$ cat config.mk
export PLATFORM = sky130hd
export DESIGN_NAME = div_top
export DESIGN_NICKNAME = d
export VERILOG_FILES = /design/src/div_pkg.sv /design/src/div_clz.sv /design/src/div_core.sv /design/src/div_reuse_detect.sv /design/src/div_unit.sv /design/src/div_top.sv
export SDC_FILE = /design/constraint.sdc
export NUM_CORES = 1
export LEC_CHECK = 0
export ABC_AREA = 1
export BUFFER_PORTS_ARGS = -buffer_cell sky130_fd_sc_hd__buf_4
export CORE_ASPECT_RATIO = 1.25
export CORE_MARGIN = 8
export CORE_UTILIZATION = 56
export CTS_CLUSTER_SIZE = 14
export DETAILED_ROUTE_END_ITERATION = 8
export PLACE_DENSITY = 0.77
export REMOVE_ABC_BUFFERS = 1
export SYNTH_ARGS = -nofsm -noshare
export SYNTH_HDL_FRONTEND = slang
export SYNTH_SLANG_ARGS = --single-unit
$ cat constraint.sdc
create_clock -name clk -period 6.15 [get_ports clk]
set_clock_uncertainty 0.15 [all_clocks]
set_input_delay 1.5375 -clock clk [delete_from_list [all_inputs] [get_ports clk]]
set_output_delay 1.5375 -clock clk [all_outputs]
set_load 0.05 [all_outputs]
$ cat src/div_pkg.sv
// Divide unit shared definitions
// Word, count and tag widths plus the operation encoding
// for the RISC-V DIV/DIVU/REM/REMU instructions

`default_nettype none

package div_pkg;

    ////////////////////////////////////////////////////////////
    // Widths

    // Operand and result width
    localparam int XLEN = 32;

    // Leading-zero count width, enough for 0..XLEN-1
    localparam int CLZ_W = 5;

    // Instruction tag carried from issue to writeback
    localparam int ID_W = 3;

    ////////////////////////////////////////////////////////////
    // Operation encoding

    // Bit 0 set -> unsigned, bit 1 set -> remainder
    localparam int OP_UNSIGNED_BIT = 0;
    localparam int OP_REM_BIT = 1;

    typedef enum logic [1:0] {
        DIV  = 2'd0,
        DIVU = 2'd1,
        REM  = 2'd2,
        REMU = 2'd3
    } div_op_t;

endpackage

`default_nettype wire

$ cat src/div_clz.sv
// Leading-zero counter
// Combinational priority search for the highest set bit of a word;
// an all-zero word reports the maximum count

`timescale 1ns/1ps
`default_nettype none

module div_clz (
    input  wire logic [div_pkg::XLEN-1:0]  value,
    output logic      [div_pkg::CLZ_W-1:0] count
);

    // Scan upward so the highest set bit wins
    always_comb begin
        // Default covers zero input (and a value of one)
        count = div_pkg::CLZ_W'(div_pkg::XLEN - 1);
        for (int i = 0; i < div_pkg::XLEN; i++) begin
            if (value[i]) begin
                count = div_pkg::CLZ_W'(div_pkg::XLEN - 1 - i);
            end
        end
    end

endmodule

`default_nettype wire

$ cat src/div_core.sv
// Unsigned radix-2 divider core
// Restoring subtract-and-shift, one quotient bit per cycle.
// The divisor is pre-aligned using the leading-zero counts so only
// the significant quotient positions are iterated.

`timescale 1ns/1ps
`default_nettype none

module div_core (
    input  wire logic                      clk,
    input  wire logic                      rst,
    input  wire logic                      start,
    input  wire logic [div_pkg::XLEN-1:0]  dividend,
    input  wire logic [div_pkg::XLEN-1:0]  divisor,
    input  wire logic [div_pkg::CLZ_W-1:0] dividend_clz,
    input  wire logic [div_pkg::CLZ_W-1:0] divisor_clz,
    input  wire logic                      divisor_is_zero,
    output logic                           done,
    output logic      [div_pkg::XLEN-1:0]  quotient,
    output logic      [div_pkg::XLEN-1:0]  remainder
);

    typedef enum logic [1:0] {
        IDLE   = 2'd0,
        RUN    = 2'd1,
        FINISH = 2'd2
    } state_t;

    state_t state;

    // Working registers
    logic [div_pkg::XLEN-1:0]  rem_q;
    logic [div_pkg::XLEN-1:0]  quo_q;
    logic [div_pkg::XLEN-1:0]  div_shift;
    logic [div_pkg::CLZ_W-1:0] pos_q;

    logic [div_pkg::CLZ_W-1:0] shift_amt;
    logic                      early_exit;
    logic [div_pkg::XLEN:0]    sub_result;
    logic                      step_ok;

    ////////////////////////////////////////////////////////////
    // Alignment and trial subtract

    // Quotient has at most shift_amt+1 significant bits
    assign shift_amt  = divisor_clz - dividend_clz;
    // Divisor larger than dividend, or zero: nothing to iterate
    assign early_exit = divisor_is_zero | (divisor_clz < dividend_clz);

    // Borrow out of the extra top bit means the step fails
    assign sub_result = {1'b0, rem_q} - {1'b0, div_shift};
    assign step_ok    = ~sub_result[div_pkg::XLEN];

    ////////////////////////////////////////////////////////////
    // Control FSM

    always_ff @(posedge clk) begin
        if (rst) begin
            state <= IDLE;
        end else if (start) begin
            state <= early_exit ? FINISH : RUN;
        end else begin
            case (state)
                RUN: begin
                    // Last position just processed
                    if (pos_q == '0) begin
                        state <= FINISH;
                    end
                end
                FINISH:  state <= IDLE;
                default: state <= IDLE;
            endcase
        end
    end

    ////////////////////////////////////////////////////////////
    // Datapath

    always_ff @(posedge clk) begin
        if (start) begin
            // Early exit leaves quotient 0, remainder = dividend
            rem_q     <= dividend;
            quo_q     <= '0;
            div_shift <= divisor << shift_amt;
            pos_q     <= shift_amt;
        end else if (state == RUN) begin
            if (step_ok) begin
                rem_q <= sub_result[div_pkg::XLEN-1:0];
            end
            // New quotient bit enters at the bottom
            quo_q     <= {quo_q[div_pkg::XLEN-2:0], step_ok};
            div_shift <= div_shift >> 1;
            pos_q     <= pos_q - 1'b1;
        end
    end

    // Single-cycle done, results held until next start
    assign done      = (state == FINISH);
    assign quotient  = quo_q;
    assign remainder = rem_q;

endmodule

`default_nettype wire

$ cat src/div_reuse_detect.sv
// Divide result reuse detector
// Remembers operands and signedness of the last accepted operation
// and flags an incoming one whose result the divider already holds

`timescale 1ns/1ps
`default_nettype none

module div_reuse_detect (
    input  wire logic                     clk,
    input  wire logic                     rst,
    input  wire logic                     issue_valid,
    input  wire logic                     issue_ready,
    input  wire div_pkg::div_op_t         issue_op,
    input  wire logic [div_pkg::XLEN-1:0] issue_rs1,
    input  wire logic [div_pkg::XLEN-1:0] issue_rs2,
    output logic                          reuse
);

    logic [div_pkg::XLEN-1:0] last_rs1;
    logic [div_pkg::XLEN-1:0] last_rs2;
    logic                     last_signed;
    logic                     last_valid;

    logic issue_signed;
    logic accept;

    assign issue_signed = ~issue_op[div_pkg::OP_UNSIGNED_BIT];
    assign accept       = issue_valid & issue_ready;

    // Record only means something once an op went through
    always_ff @(posedge clk) begin
        if (rst) begin
            last_valid <= 1'b0;
        end else if (accept) begin
            last_valid <= 1'b1;
        end
    end

    always_ff @(posedge clk) begin
        if (accept) begin
            last_rs1    <= issue_rs1;
            last_rs2    <= issue_rs2;
            last_signed <= issue_signed;
        end
    end

    // Same magnitudes and signs, so quotient and remainder both match
    assign reuse = last_valid
                 & (issue_rs1 == last_rs1)
                 & (issue_rs2 == last_rs2)
                 & (issue_signed == last_signed);

endmodule

`default_nettype wire

$ cat src/div_unit.sv
// Integer divide unit
// Converts operands to magnitudes, buffers one waiting operation,
// runs the unsigned core and applies the RISC-V sign and
// divide-by-zero rules on the way back to writeback

`timescale 1ns/1ps
`default_nettype none

module div_unit (
    input  wire logic                     clk,
    input  wire logic                     rst,
    input  wire logic                     issue_valid,
    input  wire div_pkg::div_op_t         issue_op,
    input  wire logic [div_pkg::XLEN-1:0] issue_rs1,
    input  wire logic [div_pkg::XLEN-1:0] issue_rs2,
    input  wire logic [div_pkg::ID_W-1:0] issue_id,
    input  wire logic                     reuse,
    output logic                          issue_ready,
    input  wire logic                     wb_ack,
    output logic                          wb_done,
    output logic      [div_pkg::XLEN-1:0] wb_rd,
    output logic      [div_pkg::ID_W-1:0] wb_id
);

    // Conditional two's complement
    function automatic logic [div_pkg::XLEN-1:0] negate_if(
        input logic [div_pkg::XLEN-1:0] a,
        input logic                     neg
    );
        return ({div_pkg::XLEN{neg}} ^ a) + div_pkg::XLEN'(neg);
    endfunction

    // Issue-side decode
    logic                      signed_op;
    logic                      neg_dividend;
    logic                      neg_divisor;
    logic [div_pkg::XLEN-1:0]  mag_dividend;
    logic [div_pkg::XLEN-1:0]  mag_divisor;
    logic [div_pkg::CLZ_W-1:0] dividend_clz;
    logic [div_pkg::CLZ_W-1:0] divisor_clz;

    // Input buffer, one entry
    logic                      buf_valid;
    logic [div_pkg::XLEN-1:0]  buf_dividend;
    logic [div_pkg::XLEN-1:0]  buf_divisor;
    logic [div_pkg::CLZ_W-1:0] buf_dividend_clz;
    logic [div_pkg::CLZ_W-1:0] buf_divisor_clz;
    logic                      buf_rem_op;
    logic                      buf_neg_rem;
    logic                      buf_neg_quo;
    logic                      buf_div_zero;
    logic                      buf_reuse;
    logic [div_pkg::ID_W-1:0]  buf_id;

    // Attributes of the operation in progress
    logic                      in_progress;
    logic                      ip_rem_op;
    logic                      ip_neg_rem;
    logic                      ip_neg_quo;
    logic                      ip_div_zero;
    logic [div_pkg::ID_W-1:0]  ip_id;

    logic                      push;
    logic                      pop;
    logic                      unit_free;
    logic                      core_start;
    logic                      core_done;
    logic                      unit_done;
    logic [div_pkg::XLEN-1:0]  core_quotient;
    logic [div_pkg::XLEN-1:0]  core_remainder;
    logic [div_pkg::XLEN-1:0]  raw_result;
    logic                      neg_result;

    ////////////////////////////////////////////////////////////
    // Sign handling and magnitudes

    assign signed_op    = ~issue_op[div_pkg::OP_UNSIGNED_BIT];
    assign neg_dividend = signed_op & issue_rs1[div_pkg::XLEN-1];
    assign neg_divisor  = signed_op & issue_rs2[div_pkg::XLEN-1];

    assign mag_dividend = negate_if(issue_rs1, neg_dividend);
    assign mag_divisor  = negate_if(issue_rs2, neg_divisor);

    div_clz u_dividend_clz (
        .value (mag_dividend),
        .count (dividend_clz)
    );

    div_clz u_divisor_clz (
        .value (mag_divisor),
        .count (divisor_clz)
    );

    ////////////////////////////////////////////////////////////
    // Input buffer

    // Room when empty, or when the held entry leaves this cycle
    assign issue_ready = ~buf_valid | ~in_progress;
    assign push        = issue_valid & issue_ready;
    assign unit_free   = ~in_progress | wb_ack;
    assign pop         = buf_valid & unit_free;

    always_ff @(posedge clk) begin
        if (rst) begin
            buf_valid <= 1'b0;
        end else if (push) begin
            buf_valid <= 1'b1;
        end else if (pop) begin
            buf_valid <= 1'b0;
        end
    end

    always_ff @(posedge clk) begin
        if (push) begin
            buf_dividend     <= mag_dividend;
            buf_divisor      <= mag_divisor;
            buf_dividend_clz <= dividend_clz;
            buf_divisor_clz  <= divisor_clz;
            buf_rem_op       <= issue_op[div_pkg::OP_REM_BIT];
            // Remainder takes the dividend's sign
            buf_neg_rem      <= neg_dividend;
            buf_neg_quo      <= neg_dividend ^ neg_divisor;
            // Count saturates for both 0 and 1, low bit separates them
            buf_div_zero     <= (&divisor_clz) & ~mag_divisor[0];
            buf_reuse        <= reuse;
            buf_id           <= issue_id;
        end
    end

    ////////////////////////////////////////////////////////////
    // Progress tracking

    assign core_start = pop & ~buf_reuse;
    // Reused result is already sitting in the core
    assign unit_done  = core_done | (pop & buf_reuse);

    // Set wins over clear
    always_ff @(posedge clk) begin
        if (rst) begin
            in_progress <= 1'b0;
        end else if (pop) begin
            in_progress <= 1'b1;
        end else if (wb_ack) begin
            in_progress <= 1'b0;
        end
    end

    always_ff @(posedge clk) begin
        if (pop) begin
            ip_rem_op   <= buf_rem_op;
            ip_neg_rem  <= buf_neg_rem;
            ip_neg_quo  <= buf_neg_quo;
            ip_div_zero <= buf_div_zero;
            ip_id       <= buf_id;
        end
    end

    div_core u_core (
        .clk             (clk),
        .rst             (rst),
        .start           (core_start),
        .dividend        (buf_dividend),
        .divisor         (buf_divisor),
        .dividend_clz    (buf_dividend_clz),
        .divisor_clz     (buf_divisor_clz),
        .divisor_is_zero (buf_div_zero),
        .done            (core_done),
        .quotient        (core_quotient),
        .remainder       (core_remainder)
    );

    ////////////////////////////////////////////////////////////
    // Result and writeback

    // Divide by zero forces an all-ones quotient, never negated
    assign raw_result = ip_rem_op ? core_remainder
                                  : ({div_pkg::XLEN{ip_div_zero}} | core_quotient);
    assign neg_result = ip_rem_op ? ip_neg_rem : (ip_neg_quo & ~ip_div_zero);

    assign wb_rd = negate_if(raw_result, neg_result);
    assign wb_id = ip_id;

    // Level held until acknowledged
    always_ff @(posedge clk) begin
        if (rst) begin
            wb_done <= 1'b0;
        end else begin
            wb_done <= (wb_done & ~wb_ack) | unit_done;
        end
    end

endmodule

`default_nettype wire

$ cat src/div_top.sv
// Divide unit top level
// Joins the reuse detector to the divide unit; issue and
// writeback ports pass straight through

`timescale 1ns/1ps
`default_nettype none

module div_top (
    input  wire logic                     clk,
    input  wire logic                     rst,
    input  wire logic                     issue_valid,
    input  wire div_pkg::div_op_t         issue_op,
    input  wire logic [div_pkg::XLEN-1:0] issue_rs1,
    input  wire logic [div_pkg::XLEN-1:0] issue_rs2,
    input  wire logic [div_pkg::ID_W-1:0] issue_id,
    output logic                          issue_ready,
    input  wire logic                     wb_ack,
    output logic                          wb_done,
    output logic      [div_pkg::XLEN-1:0] wb_rd,
    output logic      [div_pkg::ID_W-1:0] wb_id
);

    // Same-operand hint, valid in the issue cycle
    logic reuse;

    div_reuse_detect u_reuse (
        .clk         (clk),
        .rst         (rst),
        .issue_valid (issue_valid),
        .issue_ready (issue_ready),
        .issue_op    (issue_op),
        .issue_rs1   (issue_rs1),
        .issue_rs2   (issue_rs2),
        .reuse       (reuse)
    );

    div_unit u_unit (
        .clk         (clk),
        .rst         (rst),
        .issue_valid (issue_valid),
        .issue_op    (issue_op),
        .issue_rs1   (issue_rs1),
        .issue_rs2   (issue_rs2),
        .issue_id    (issue_id),
        .reuse       (reuse),
        .issue_ready (issue_ready),
        .wb_ack      (wb_ack),
        .wb_done     (wb_done),
        .wb_rd       (wb_rd),
        .wb_id       (wb_id)
    );

endmodule

`default_nettype wire

==> out/results.ini <==
[cts]
hold_buffers=0
clkLatencyLatePin_ns=0.56
cts_made_buffers=28
cts_sinks=261
clk_pin_slew_worst_paths_ns=0.06
htree_levels=1
clock-root-buffer=clkbuf_16
cts_tree=built
cts_buffer_depth=3

[worst_setup_path]
critPathTopFamily=simple AND/OR/NAND/NOR gates
cp_cell_sequence=or2_4 -> o21ai_4 -> buf_12 -> xor2_1 -> nor3_2 -> nand2_1 -> inv_1 -> nand2_1 -> inv_1 -> nand2_1 -> inv_2 -> nand4_4 -> nor3_4 -> or3b_4 -> nor3_4 -> nand3_2 -> nor3_2 -> xnor2_1 -> buf_4
critPathMaxStageDelay_ns=0.43
crit_required_ns=4.46
end_kind=primary output
crit-reg2reg-launch=u_unit.u_core.div_shift[0]
critical_path.most_common_cell=nand2_1
r2r_slack_ns=1.15
start_kind=register
cpMaxStageDelayCell=or3b_4
critical_path_class=register to primary output
cp.arrival_ns=4.27
ff2ff_path_depth=19
cp_max_fo=15
crit_buf_inv=5
reg2reg_to=u_unit.u_core.remainder[29]

[logic_synthesis]
netlist_area_sq_um=16900
synth-compound-area-share=0.124
seq_area_frac_synth=0.441
syn_inst=1997
yosysTopAreaCell=edfxtp_1
synth_simple_gate_area_frac=0.211
yosys.area_share.xor_xnor=0.0972
synthMuxAreaShare=0.00770
synth_edf_count=223
yosysWarnings=0
ys.flop_type=edfxtp_1
syn_area_per_cell_sq_um=8.46
yosysMostFrequentCell=nand2_1
ys_seq_elements=261
synth_common_cells=458 x nand2_1, 290 x inv_1, 223 x edfxtp_1, 145 x xor2_1
async_reset_ff_frac=0
synth_top_family_by_area=simple AND/OR/NAND/NOR gates
yosysUniqueCellTypes=67
synthAdderAreaFrac=0.0357
ys_top_cells_by_area=edfxtp_1 40%, nand2_1 10%, xor2_1 7.5%, inv_1 6.4%, dfxtp_1 4.5%
yosysTopAreaCellShare=0.396

[floorplan]
start_util=0.564
die-width_microns=171
rows=71
io_pins=110
core_area_sq_um=29900
die_h_microns=210
dieArea_sq_um=36000

[placement]
hpwlAfterDp_microns=33400
portBuffers=109
gp_congestion=1.00

[global_routing]
grt_overflow=0
gr-usage-all-layers=0.235
antenna_found_initial=0
grt_pass1_wl_microns=67400
grt_pass1_vias=13351
grt_start_max_net_pins=111

[finish]
nets=2216
antennaDiodeCount=0
area_delta_synth_final_pct=13.3
layout-drive-gt1-share=0.126

[run]
cap_violations=0

[detailed_routing]
drt-total-wl_microns=42800
vias=13727
first_pass_iters=5
drtIter0Drc=1039
vias_per_cell=5.45
ant_nets=0
drc=0
wl_per_cell_microns=17.0

[run_status]
status=finished clean

[sta]
max_freq_mhz=168
worst_hold_slack_ns=0.273
fin_crit_ns=5.96
drv_slew=0
post-route-period-util=0.969
tightestPinTransition_ns=1.08
max_slew_margin=0.282
hold_violations=0
rsz0062_at_grt=yes
setup_viol=0

[worst_hold_path]
holdCritStartpoint=u_unit.buf_id[1]
min_path_cells=0
worstHoldEndpoint=u_unit.wb_id[1]
hold_path.class=register to register

[power_and_ir_drop]
p_per_area_nw_per_um2=275
ir_drop_mv=0.235
p_leak_uw=0.00850
total_power_uw=5260

-- final cells by class --
type | count | area (sq um)
inverters | 299 | 1130
fillers | 2490 | 10800
multi-input cells | 1378 | 8120
clock inverters | 15 | 146
well taps | 401 | 502
flip-flops and latches | 261 | 7460
repair buffers | 128 | 998
clock buffers | 37 | 787
-- worst register-to-register path, cell delays in order, from the launching register on --
cell and delay (ns):
edfxtp_1 0.38, ha_1 0.24, fa_1 0.41, inv_1 0.07, a21o_1 0.11, a21oi_1 0.09, o21ai_0 0.31, nand3_1 0.11
nand2_1 0.11, nand3_1 0.08, nand2_1 0.12, a21oi_1 0.10, o21ai_0 0.25, a21oi_1 0.15, o31ai_1 0.33, a21oi_1 0.16
o41ai_1 0.62, inv_1 0.17, o21ai_2 0.25, buf_4 0.42
-- metrics by stage --
step / cell area (sq um) / std cells / util / TNS (ns) / worst slack [ns]
3_5_place_dp: 18000 / 2460 / 0.603 / 0 / 0.507
3_3_place_gp: 18000 / 2460 / 0.603 / 0 / 0.671
6_report: 19100 / 2519 / 0.639 / 0 / 0.190
2_1_floorplan: 16600 / 1938 / - / -149.43 / -1.63
5_1_grt: 19100 / 2519 / 0.639 / -0.129 / -0.107
4_1_cts: 19000 / 2512 / 0.634 / 0 / 0.0124
-- flip-flops by register name (all words and copies together) (netlist names), 2 cells and up --
register                 flops
u_unit.u_core.div_shift     32
u_unit.u_core.remainder     32
u_unit.u_core.pos_q          5
u_unit.buf_id                3
u_unit.buf_dividend_clz      5
u_reuse.last_rs1            32
u_unit.wb_id                 3
u_unit.buf_divisor_clz       5
u_reuse.last_rs2            32
u_unit.buf_divisor          32
u_unit.u_core.quotient      32
u_unit.u_core.state          2
u_unit.buf_dividend         32
-- worst max-delay path by stage --
stage / start / endpoint / slack (ns) / cells past startpoint
4_1_cts: u_unit.ip_rem_op / wb_rd[28] / 0.01 / 21
3_5_place_dp: u_unit.ip_rem_op / wb_rd[28] / 0.51 / 19
2_1_floorplan: wb_ack / u_unit.u_core.quotient[10] / -1.63 / 9
3_3_place_gp: u_unit.ip_rem_op / wb_rd[28] / 0.67 / 19
6_report: u_unit.ip_rem_op / wb_rd[28] / 0.19 / 19
5_1_grt: u_unit.ip_rem_op / wb_rd[31] / -0.11 / 23
-- where the power goes --
| group | total, uW | leakage, uW | switching (uW) | internal (uW) |
|---|---|---|---|---|
| clock network | 1700 | 0.000448 | 716 | 989 |
| registers | 2120 | 0.00245 | 51.0 | 2070 |
| logic | 1440 | 0.00560 | 976 | 459 |
| total | 5260 | 0.00850 | 1740 | 3520 |
-- logic make-up (layout without fill, tap and decap cells) --
family          after synthesis  count (layout)
flops                       261             261
fa+ha+maj                    47              47
buf+inv                     358             479
simple gates                789             789
mux                          13              13
compound gates              344             344
xor+xnor                    185             185
-- layout by cell type (no fill, tap or decap), drive strengths merged, types with 2 or more instances in the layout --
cell / instances
nand2: 469
inv: 297
edfxtp: 223
xor2: 148
nor2: 135
buf: 127
o21ai: 127
nand3: 86
o22ai: 62
a21oi: 57
ha: 45
dfxtp: 38
clkbuf: 38
xnor2: 37
a22oi: 34
or2: 28
nor3: 22
nand4: 19
nor4: 18
o221ai: 15
mux2i: 13
o211ai: 12
clkinv: 12
a22o: 10
a31oi: 8
o31ai: 6
o21a: 5
nand3b: 5
or4: 3
a211oi: 3
clkinvlp: 3
fa: 2
bufinv: 2
-- repair_timing --
action / in CTS / in global routing
pin swaps: 0 / 8
cloned: 0 / 1
buffers inserted: 0 / 6
setup endpoints to repair: 3 / 5
resized for setup: 2 / 18
-- layer usage --
metal / up-vias / share of wire / track usage
li1: 6885 / - / -
met1: 6315 / 0.40 / 0.277
met2: 421 / 0.48 / 0.402
met3: 106 / 0.053 / 0.0286
met4: 0 / 0.065 / 0.146
met5: - / 0 / 0
(Power assumes the default switching activity.)
